<file path="src/hw/lsu_pkg.sv">
// aligned accesses only; memory must answer loads in request order
`default_nettype none

package lsu_pkg;

    localparam int num_lanes      = 4;
    localparam int xlen           = 32;
    localparam int word_bytes     = xlen / 8;
    localparam int align_bits     = $clog2(word_bytes);
    localparam int word_addr_bits = xlen - align_bits;
    localparam int num_warps      = 4;
    localparam int wid_bits       = $clog2(num_warps);
    localparam int reg_bits       = 5;
    localparam int lsuq_size      = 4;

    typedef enum logic [3:0] {
        op_lb    = 4'h0,
        op_lh    = 4'h1,
        op_lw    = 4'h2,
        op_lbu   = 4'h3,
        op_lhu   = 4'h4,
        op_sb    = 4'h5,
        op_sh    = 4'h6,
        op_sw    = 4'h7,
        op_fence = 4'h8
    } lsu_op_e;

    typedef struct packed {
        lsu_op_e                        op;
        logic [wid_bits-1:0]            wid;
        logic [num_lanes-1:0]           tmask;
        logic [reg_bits-1:0]            rd;
        logic [xlen-1:0]                imm;
        logic [num_lanes-1:0][xlen-1:0] base;
        logic [num_lanes-1:0][xlen-1:0] data;
    } lsu_req_t;

    // rw high for write
    typedef struct packed {
        logic                                     rw;
        logic [num_lanes-1:0]                     mask;
        logic [num_lanes-1:0][word_addr_bits-1:0] addr;
        logic [num_lanes-1:0][word_bytes-1:0]     byteen;
        logic [num_lanes-1:0][xlen-1:0]           data;
    } mem_req_t;

    typedef struct packed {
        logic [num_lanes-1:0][xlen-1:0] data;
    } mem_rsp_t;

    typedef struct packed {
        lsu_op_e                              op;
        logic [wid_bits-1:0]                  wid;
        logic [num_lanes-1:0]                 tmask;
        logic [reg_bits-1:0]                  rd;
        logic [num_lanes-1:0][align_bits-1:0] offset;
    } load_meta_t;

    typedef struct packed {
        logic [wid_bits-1:0]            wid;
        logic [num_lanes-1:0]           tmask;
        logic [reg_bits-1:0]            rd;
        logic                           wb;
        logic [num_lanes-1:0][xlen-1:0] data;
    } commit_t;

endpackage

`default_nettype wire

</file>
<file path="src/hw/lsu_addr_gen.sv">
// aligned accesses only; a misaligned half or word is not detected
`timescale 1ns/1ns
`default_nettype none

module lsu_addr_gen import lsu_pkg::*; (
    input  lsu_req_t in_req,
    input  logic     is_store,
    output mem_req_t mem_req,
    output logic [num_lanes-1:0][align_bits-1:0] offsets
);

    logic [num_lanes-1:0][xlen-1:0] full_addr;

    always_comb begin
        mem_req.rw   = is_store;
        mem_req.mask = in_req.tmask;
        for (int i = 0; i < num_lanes; i++) begin
            full_addr[i]    = in_req.base[i] + in_req.imm;
            offsets[i]      = full_addr[i][align_bits-1:0];
            mem_req.addr[i] = full_addr[i][xlen-1:align_bits];

            case (in_req.op)
                op_lb, op_lbu, op_sb: begin
                    mem_req.byteen[i] = word_bytes'(1) << offsets[i];
                end
                // half keeps its aligned pair
                op_lh, op_lhu, op_sh: begin
                    mem_req.byteen[i] = word_bytes'(3) << {offsets[i][1], 1'b0};
                end
                default: begin
                    mem_req.byteen[i] = '1;
                end
            endcase

            // store data moved into byte position
            mem_req.data[i] = in_req.data[i] << {offsets[i], 3'b000};
        end
    end

endmodule

`default_nettype wire

</file>
<file path="src/hw/lsu_commit_arb.sv">
// one cycle through the output register; the ready inputs do not depend on their own valid
`timescale 1ns/1ns
`default_nettype none

module lsu_commit_arb import lsu_pkg::*; (
    input  logic    clk,
    input  logic    reset,
    input  logic    ld_valid,
    output logic    ld_ready,
    input  commit_t ld_commit,
    input  logic    st_valid,
    output logic    st_ready,
    input  commit_t st_commit,
    output logic    commit_valid,
    input  logic    commit_ready,
    output commit_t commit
);

    logic prio_ld;
    logic out_free;
    logic ld_fire;
    logic st_fire;

    assign out_free = !commit_valid || commit_ready;

    // loser of a tie gets priority next
    assign ld_ready = out_free && (prio_ld || !st_valid);
    assign st_ready = out_free && (!prio_ld || !ld_valid);
    assign ld_fire  = ld_valid && ld_ready;
    assign st_fire  = st_valid && st_ready;

    always_ff @(posedge clk) begin
        if (reset) begin
            commit_valid <= 1'b0;
            prio_ld      <= 1'b1;
        end else begin
            if (out_free) begin
                commit_valid <= ld_fire || st_fire;
            end
            if (ld_fire) begin
                prio_ld <= 1'b0;
            end else if (st_fire) begin
                prio_ld <= 1'b1;
            end
        end
    end

    always_ff @(posedge clk) begin
        if (ld_fire) begin
            commit <= ld_commit;
        end else if (st_fire) begin
            commit <= st_commit;
        end
    end

endmodule

`default_nettype wire

</file>
<file path="src/hw/lsu_ctrl.sv">
// stores commit when written; unknown opcodes are consumed without effect
`timescale 1ns/1ns
`default_nettype none

module lsu_ctrl import lsu_pkg::*; (
    input  logic       clk,
    input  logic       reset,
    input  logic       in_valid,
    output logic       in_ready,
    input  lsu_req_t   in_req,
    input  logic [num_lanes-1:0][align_bits-1:0] offsets,
    output logic       is_store,
    input  logic       mem_req_ready,
    output logic       mem_req_valid,
    input  logic       q_empty,
    input  logic       q_full,
    output logic       q_push,
    output load_meta_t q_push_meta,
    output logic       st_valid,
    input  logic       st_ready,
    output commit_t    st_commit
);

    logic is_load;
    logic is_fence;
    logic st_cond;
    logic mem_fire;
    logic in_fire;
    // store request raised but not yet taken, and store already written
    logic req_held;
    logic mem_sent;

    always_comb begin
        is_load  = 1'b0;
        is_store = 1'b0;
        is_fence = 1'b0;
        case (in_req.op)
            op_lb, op_lh, op_lw, op_lbu, op_lhu: is_load = 1'b1;
            op_sb, op_sh, op_sw:                 is_store = 1'b1;
            op_fence:                            is_fence = 1'b1;
            default:;
        endcase
    end

    // fence waits here for the load queue to drain
    assign st_cond = is_store ? (mem_sent || mem_req_ready) : q_empty;

    // once raised, a store request stays up even if the commit side stalls
    assign mem_req_valid = in_valid && !mem_sent
                         && ((is_load && !q_full) || (is_store && (st_ready || req_held)));
    assign mem_fire = mem_req_valid && mem_req_ready;

    assign st_valid = in_valid && (is_store || is_fence) && st_cond;

    always_comb begin
        if (is_load) begin
            in_ready = mem_req_ready && !q_full;
        end else if (is_store || is_fence) begin
            in_ready = st_ready && st_cond;
        end else begin
            in_ready = 1'b1;
        end
    end

    assign in_fire = in_valid && in_ready;
    assign q_push  = mem_fire && is_load;

    assign q_push_meta.op     = in_req.op;
    assign q_push_meta.wid    = in_req.wid;
    assign q_push_meta.tmask  = in_req.tmask;
    assign q_push_meta.rd     = in_req.rd;
    assign q_push_meta.offset = offsets;

    assign st_commit.wid   = in_req.wid;
    assign st_commit.tmask = in_req.tmask;
    assign st_commit.rd    = '0;
    assign st_commit.wb    = 1'b0;
    assign st_commit.data  = '0;

    always_ff @(posedge clk) begin
        if (reset) begin
            req_held <= 1'b0;
            mem_sent <= 1'b0;
        end else if (in_fire) begin
            req_held <= 1'b0;
            mem_sent <= 1'b0;
        end else begin
            req_held <= mem_req_valid && !mem_req_ready;
            if (mem_fire) begin
                mem_sent <= 1'b1;
            end
        end
    end

endmodule

`default_nettype wire

</file>
<file path="src/hw/lsu_load_format.sv">
// inactive lanes return zero data
`timescale 1ns/1ns
`default_nettype none

module lsu_load_format import lsu_pkg::*; (
    input  load_meta_t head,
    input  mem_rsp_t   mem_rsp,
    output commit_t    ld_commit
);

    always_comb begin
        logic [15:0] half_sel;
        logic [7:0]  byte_sel;

        ld_commit.wid   = head.wid;
        ld_commit.tmask = head.tmask;
        ld_commit.rd    = head.rd;
        ld_commit.wb    = 1'b1;
        for (int i = 0; i < num_lanes; i++) begin
            half_sel = head.offset[i][1] ? mem_rsp.data[i][31:16] : mem_rsp.data[i][15:0];
            byte_sel = head.offset[i][0] ? half_sel[15:8] : half_sel[7:0];
            case (head.op)
                op_lb:   ld_commit.data[i] = {{(xlen-8){byte_sel[7]}}, byte_sel};
                op_lh:   ld_commit.data[i] = {{(xlen-16){half_sel[15]}}, half_sel};
                op_lbu:  ld_commit.data[i] = {{(xlen-8){1'b0}}, byte_sel};
                op_lhu:  ld_commit.data[i] = {{(xlen-16){1'b0}}, half_sel};
                default: ld_commit.data[i] = mem_rsp.data[i];
            endcase
            if (!head.tmask[i]) begin
                ld_commit.data[i] = '0;
            end
        end
    end

endmodule

`default_nettype wire

</file>
<file path="src/hw/lsu_load_queue.sv">
// push when full and pop when empty are ignored
`timescale 1ns/1ns
`default_nettype none

module lsu_load_queue import lsu_pkg::*; (
    input  logic       clk,
    input  logic       reset,
    input  logic       push,
    input  load_meta_t push_meta,
    input  logic       pop,
    output load_meta_t head,
    output logic       empty,
    output logic       full
);

    localparam int ptr_bits = $clog2(lsuq_size);
    localparam int cnt_bits = $clog2(lsuq_size + 1);

    load_meta_t mem [lsuq_size];
    logic [ptr_bits-1:0] rd_ptr;
    logic [ptr_bits-1:0] wr_ptr;
    logic [cnt_bits-1:0] count;
    logic do_push;
    logic do_pop;

    assign empty   = (count == '0);
    assign full    = (count == cnt_bits'(lsuq_size));
    assign do_push = push && !full;
    assign do_pop  = pop && !empty;
    assign head    = mem[rd_ptr];

    always_ff @(posedge clk) begin
        if (do_push) begin
            mem[wr_ptr] <= push_meta;
        end
    end

    always_ff @(posedge clk) begin
        if (reset) begin
            rd_ptr <= '0;
            wr_ptr <= '0;
            count  <= '0;
        end else begin
            if (do_push) begin
                wr_ptr <= (wr_ptr == ptr_bits'(lsuq_size - 1)) ? '0 : wr_ptr + 1'b1;
            end
            if (do_pop) begin
                rd_ptr <= (rd_ptr == ptr_bits'(lsuq_size - 1)) ? '0 : rd_ptr + 1'b1;
            end
            count <= count + cnt_bits'(do_push) - cnt_bits'(do_pop);
        end
    end

endmodule

`default_nettype wire

</file>
<file path="src/hw/lsu_top.sv">
// aligned accesses only; memory answers loads in order, at most lsuq_size loads in flight
`timescale 1ns/1ns
`default_nettype none

module lsu_top import lsu_pkg::*; (
    input  logic     clk,
    input  logic     reset,
    input  logic     in_valid,
    output logic     in_ready,
    input  lsu_req_t in_req,
    output logic     mem_req_valid,
    input  logic     mem_req_ready,
    output mem_req_t mem_req,
    input  logic     mem_rsp_valid,
    output logic     mem_rsp_ready,
    input  mem_rsp_t mem_rsp,
    output logic     commit_valid,
    input  logic     commit_ready,
    output commit_t  commit
);

    logic [num_lanes-1:0][align_bits-1:0] offsets;
    logic       is_store;
    logic       q_empty;
    logic       q_full;
    logic       q_push;
    load_meta_t q_push_meta;
    load_meta_t q_head;
    logic       rsp_fire;
    logic       st_valid;
    logic       st_ready;
    commit_t    st_commit;
    commit_t    ld_commit;

    assign rsp_fire = mem_rsp_valid && mem_rsp_ready;

    lsu_ctrl ctrl_i (
        .clk           (clk),
        .reset         (reset),
        .in_valid      (in_valid),
        .in_ready      (in_ready),
        .in_req        (in_req),
        .offsets       (offsets),
        .is_store      (is_store),
        .mem_req_ready (mem_req_ready),
        .mem_req_valid (mem_req_valid),
        .q_empty       (q_empty),
        .q_full        (q_full),
        .q_push        (q_push),
        .q_push_meta   (q_push_meta),
        .st_valid      (st_valid),
        .st_ready      (st_ready),
        .st_commit     (st_commit)
    );

    lsu_addr_gen addr_gen_i (
        .in_req   (in_req),
        .is_store (is_store),
        .mem_req  (mem_req),
        .offsets  (offsets)
    );

    lsu_load_queue load_queue_i (
        .clk       (clk),
        .reset     (reset),
        .push      (q_push),
        .push_meta (q_push_meta),
        .pop       (rsp_fire),
        .head      (q_head),
        .empty     (q_empty),
        .full      (q_full)
    );

    lsu_load_format load_format_i (
        .head      (q_head),
        .mem_rsp   (mem_rsp),
        .ld_commit (ld_commit)
    );

    lsu_commit_arb commit_arb_i (
        .clk          (clk),
        .reset        (reset),
        .ld_valid     (mem_rsp_valid),
        .ld_ready     (mem_rsp_ready),
        .ld_commit    (ld_commit),
        .st_valid     (st_valid),
        .st_ready     (st_ready),
        .st_commit    (st_commit),
        .commit_valid (commit_valid),
        .commit_ready (commit_ready),
        .commit       (commit)
    );

endmodule

`default_nettype wire

</file>
<file path="config.mk">
export PLATFORM = sky130hd
export DESIGN_NAME = lsu_top
export DESIGN_NICKNAME = d
export VERILOG_FILES = /design/src/hw/lsu_pkg.sv /design/src/hw/lsu_addr_gen.sv /design/src/hw/lsu_commit_arb.sv /design/src/hw/lsu_ctrl.sv /design/src/hw/lsu_load_format.sv /design/src/hw/lsu_load_queue.sv /design/src/hw/lsu_top.sv
export SDC_FILE = /design/constraint.sdc
export NUM_CORES = 1
export LEC_CHECK = 0
export BUFFER_PORTS_ARGS = -buffer_cell sky130_fd_sc_hd__clkbuf_2
export CAP_MARGIN = 20
export CORE_AREA = 5 5 330 332
export CTS_BUF_LIST = sky130_fd_sc_hd__clkbuf_4 sky130_fd_sc_hd__clkbuf_8
export DETAILED_ROUTE_END_ITERATION = 12
export DIE_AREA = 0 0 335 337
export GPL_TIMING_DRIVEN = 0
export SKIP_CTS_REPAIR_TIMING = 1
export SYNTH_ARGS = -nofsm -noshare
export SYNTH_HDL_FRONTEND = slang
export SYNTH_HIERARCHICAL = 1
export SYNTH_SLANG_ARGS = --single-unit
</file>
<file path="constraint.sdc">
create_clock -name clk -period 7.4 [get_ports clk]
set_clock_uncertainty 0.1 [all_clocks]
set_input_delay 0.37 -clock clk [delete_from_list [all_inputs] [get_ports clk]]
set_output_delay 0.37 -clock clk [all_outputs]
set_load 0.02 [all_outputs]
</file>
==> run_results.csv <==
group,metric,value,unit
synthesis,async_reset_ff_share,0,%
timing,hold_violations,0,
pwr,pwr-share-seq,26.2,%
pwr,pwr-share-clk,19.8,%
finish,layout-area-overhead-vs-synth,32.3,%
pwr,power_frac_comb,54.0,%
clock_network,path_clk_slew,70,ps
timing,fin_ws,3110,ps
die,fp.dieArea,113000,sq um
die,core,106000,sq um
clock_network,htree_levels,2,
finish,fillers,11523,
die,initial_core_util,22.4,%
clock_network,clkSinkCount,245,
placed_design,place_ws,3090,ps
synthesis,yosysSeqAreaShare,30.4,%
finish,finalInstanceArea,31500,sq um
synthesis,ys_seq_elements,245,
synthesis,yosysWarnings,6,
critical_path,end_kind,"flop",
timing,post-route-min-period,4290,ps
critical_path,critPathArrivalTime,4640,ps
detailed_routing,dr.pass1.iters,6,
critical_path,crit_type,"flop to flop",
global_routing,track_usage,19.4,%
finish,nNetsFinal,4072,
critical_path,critPathMaxStageDelay,820,ps
critical_path,cp_max_fo,10,
synthesis,yosysTopAreaCell,"edfxtp_1",
timing,fin_setup_tns,0,ps
critical_path,path_cells,"buf_1 -> mux4_2 -> buf_2 -> nor3_1 -> clkbuf_1 -> nand3_1 -> a31oi_1 -> mux2_2",
synthesis,synth_ff_type,"edfxtp_1",
die,die_h,337,microns
finish,layout_commonest_cell,"clkbuf_2",
clock_network,cts_tree,"done",
detailed_routing,viasPerCell,4.72,
synthesis,synth_area_leaders,"edfxtp_1, ha_1, mux2_4, buf_4, mux2_2",
detailed_routing,drt_iter0_markers,1645,
global_routing,grt_max_degree,36,
clock_network,cts_made_buffers,40,
timing,slew_headroom,30.6,%
pwr,p_total,0.00665,W
pwr,switching_share,43.8,%
clock_network,cts_root_buf,"clkbuf_8",
die,die_w,335,microns
outcome,status,"finished clean",
synthesis,synth_top_area_share,29.3,%
finish,multiInputGateArea,14700,sq um
synthesis,synth.cell_area,23800,sq um
synthesis,synth-edff-count,232,
run,maxCapViolations,0,
placed_design,gp_congestion,1.02,
global_routing,globalRoute.totalOverflow,0,
die,std_cell_rows,120,
pwr,p_per_area,211,nW/um^2
timing,rsz0062_at_grt,"no",
clock_network,clk_latency,610,ps
global_routing,grt_antenna_before_repair,39,
finish,final_cell_mix,"clkbuf_2, edfxtp_1, a21oi_1",
timing,fmax,0.233,GHz
placed_design,post_dp_cell_area,30400,sq um
pwr,switchingPower,0.00291,W
synthesis,netlist_instances,2463,
finish,register_area,7230,sq um
clock_network,clock_path_buffers,3,
pwr,internal_power,0.00373,W
detailed_routing,ant_nets,0,
synthesis,synth.avg_cell_area,9.66,sq um
die,ios,850,
synthesis,ys_types,101,
detailed_routing,drt_wl_total,118000,microns
detailed_routing,vias,23397,
pwr,vdd_drop_max,0.145,mV
detailed_routing,avgRoutedWirePerCell,23.7,microns
placed_design,dp_hpwl,102000,microns
global_routing,grt_pass1_vias,22653,
detailed_routing,drc,0,
pwr,power.leakage,14.3,nW
critical_path,start_kind,"flop",
finish,layout-drive-gt1-share,40.5,%
min_path,hp-class,"input port to flop",
critical_path,crit_path_top_delay_cell,"nor3_1",
timing,worst_slew_pin_slew,1030,ps
critical_path,crit_required,7750,ps
global_routing,grt_pass1_wl,161000,microns
timing,setup_viol,0,
placed_design,io_buffers,838,
timing,finalMaxSlewViolations,0,
finish,final_util,29.7,%
timing,timing.final.crit_share,58.0,%
[cell type report]
cell class | count | share of cell area, %
Clock buffer | 53 | 2.16
Antenna cell | 28 | 0.223
Tap cell | 1403 | 5.58
Buffer | 328 | 6.76
Clock inverter | 17 | 0.616
Multi-Input combinational cell | 1959 | 46.7
Inverter | 64 | 0.764
Sequential cell | 245 | 23.0
Timing Repair Buffer | 861 | 14.2
[cell families (layout without fill, tap and decap cells)]
logic type                 after synthesis  in the layout  share of synthesized area [%]
muxes                                  300            300                           16.7
adders and majority gates              136            136                           7.31
xor gates and xnor gates               121            121                           4.46
buffers and inverters                  392           1323                           9.95
and+or+nand+nor                        510            510                           10.6
AOI/OAI and AO/OA                      757            757                           20.6
other                                    2            163                         0.0316
DFF                                    245            245                           30.4
[path summary, 6_finish.rpt]
kind                          startpoint  slack (ps)                       end  depth (start not counted)
setup reg to reg                    flop        3110    commit_arb_i/commit[5]                          8
setup / recovery                    flop        3110    commit_arb_i/commit[5]                          8
hold reg to reg   load_queue_i/rd_ptr[0]         400    load_queue_i/rd_ptr[0]                          2
hold / removal               in_req[298]          30  commit_arb_i/commit[139]                          2
[cell usage after synthesis, types with 5 or more instances]
cell        n
nor4_1      5
o221ai_1    5
o21ai_1    17
mux2i_1    68
a21oi_1   205
buf_4     186
ha_1      131
nand3_1    59
a211oi_1   43
a31oi_1    48
buf_2      24
and2_1     15
o21a_1     83
xnor2_1    79
clkbuf_1   88
a21o_1     54
mux2_2    105
mux4_2     27
o31ai_1     6
dfxtp_1    13
a22oi_1     5
mux2_4    100
nand2_1   151
nor2_1    107
fa_1        5
and3_1     35
inv_1      63
nand4_1    27
nor2b_1    45
nand2b_1   11
o21bai_1   15
nor3_1     22
buf_1       7
buf_6      22
o22ai_1     5
xor2_1     42
or3_1       8
edfxtp_1  232
o21ai_0   193
o211ai_1   11
[worst max-delay path: cells and delay by family, from the launching register on]
family	cells	cell delay (ps)
muxes	2	730
and+or+nand+nor	2	980
AOI/OAI and AO/OA	1	380
DFF	1	440
buffers and inverters	3	1480
[layer usage]
metal	track usage, %	wire length [microns]
met1	22.5	44700
met2	34.3	58000
met3	3.30	8020
met4	10.2	6740
met5	0	74
[power by group through the flow]
stage | logic [W] | clock network, W | registers (W)
2_1_floorplan | 0.00212 | 0 | 0.00190
3_3_place_gp | 0.00355 | 0 | 0.00178
3_5_place_dp | 0.00357 | 0 | 0.00177
4_1_cts | 0.00359 | 0.00137 | 0.00174
5_1_grt | 0.00381 | 0.00141 | 0.00175
6_report | 0.00359 | 0.00132 | 0.00174
[sequential cells by signal, indices dropped and copies added (netlist names), 2 cells and up, named ones only]
| register | flops |
|---|---|
| load_queue_i/count | 3 |
| load_queue_i/mem | 92 |
| commit_arb_i/commit | 140 |
| load_queue_i/wr_ptr | 2 |
| load_queue_i/rd_ptr | 2 |
[metrics by stage]
step | hold slack (ps) | cells
2_1_floorplan | 335 | 2596
4_1_cts | -188 | 4917
6_report | 30.2 | 4958
5_1_grt | 4.09 | 4953
3_3_place_gp | 383 | 4837
3_5_place_dp | 397 | 4847
(Power assumes the default switching activity.)
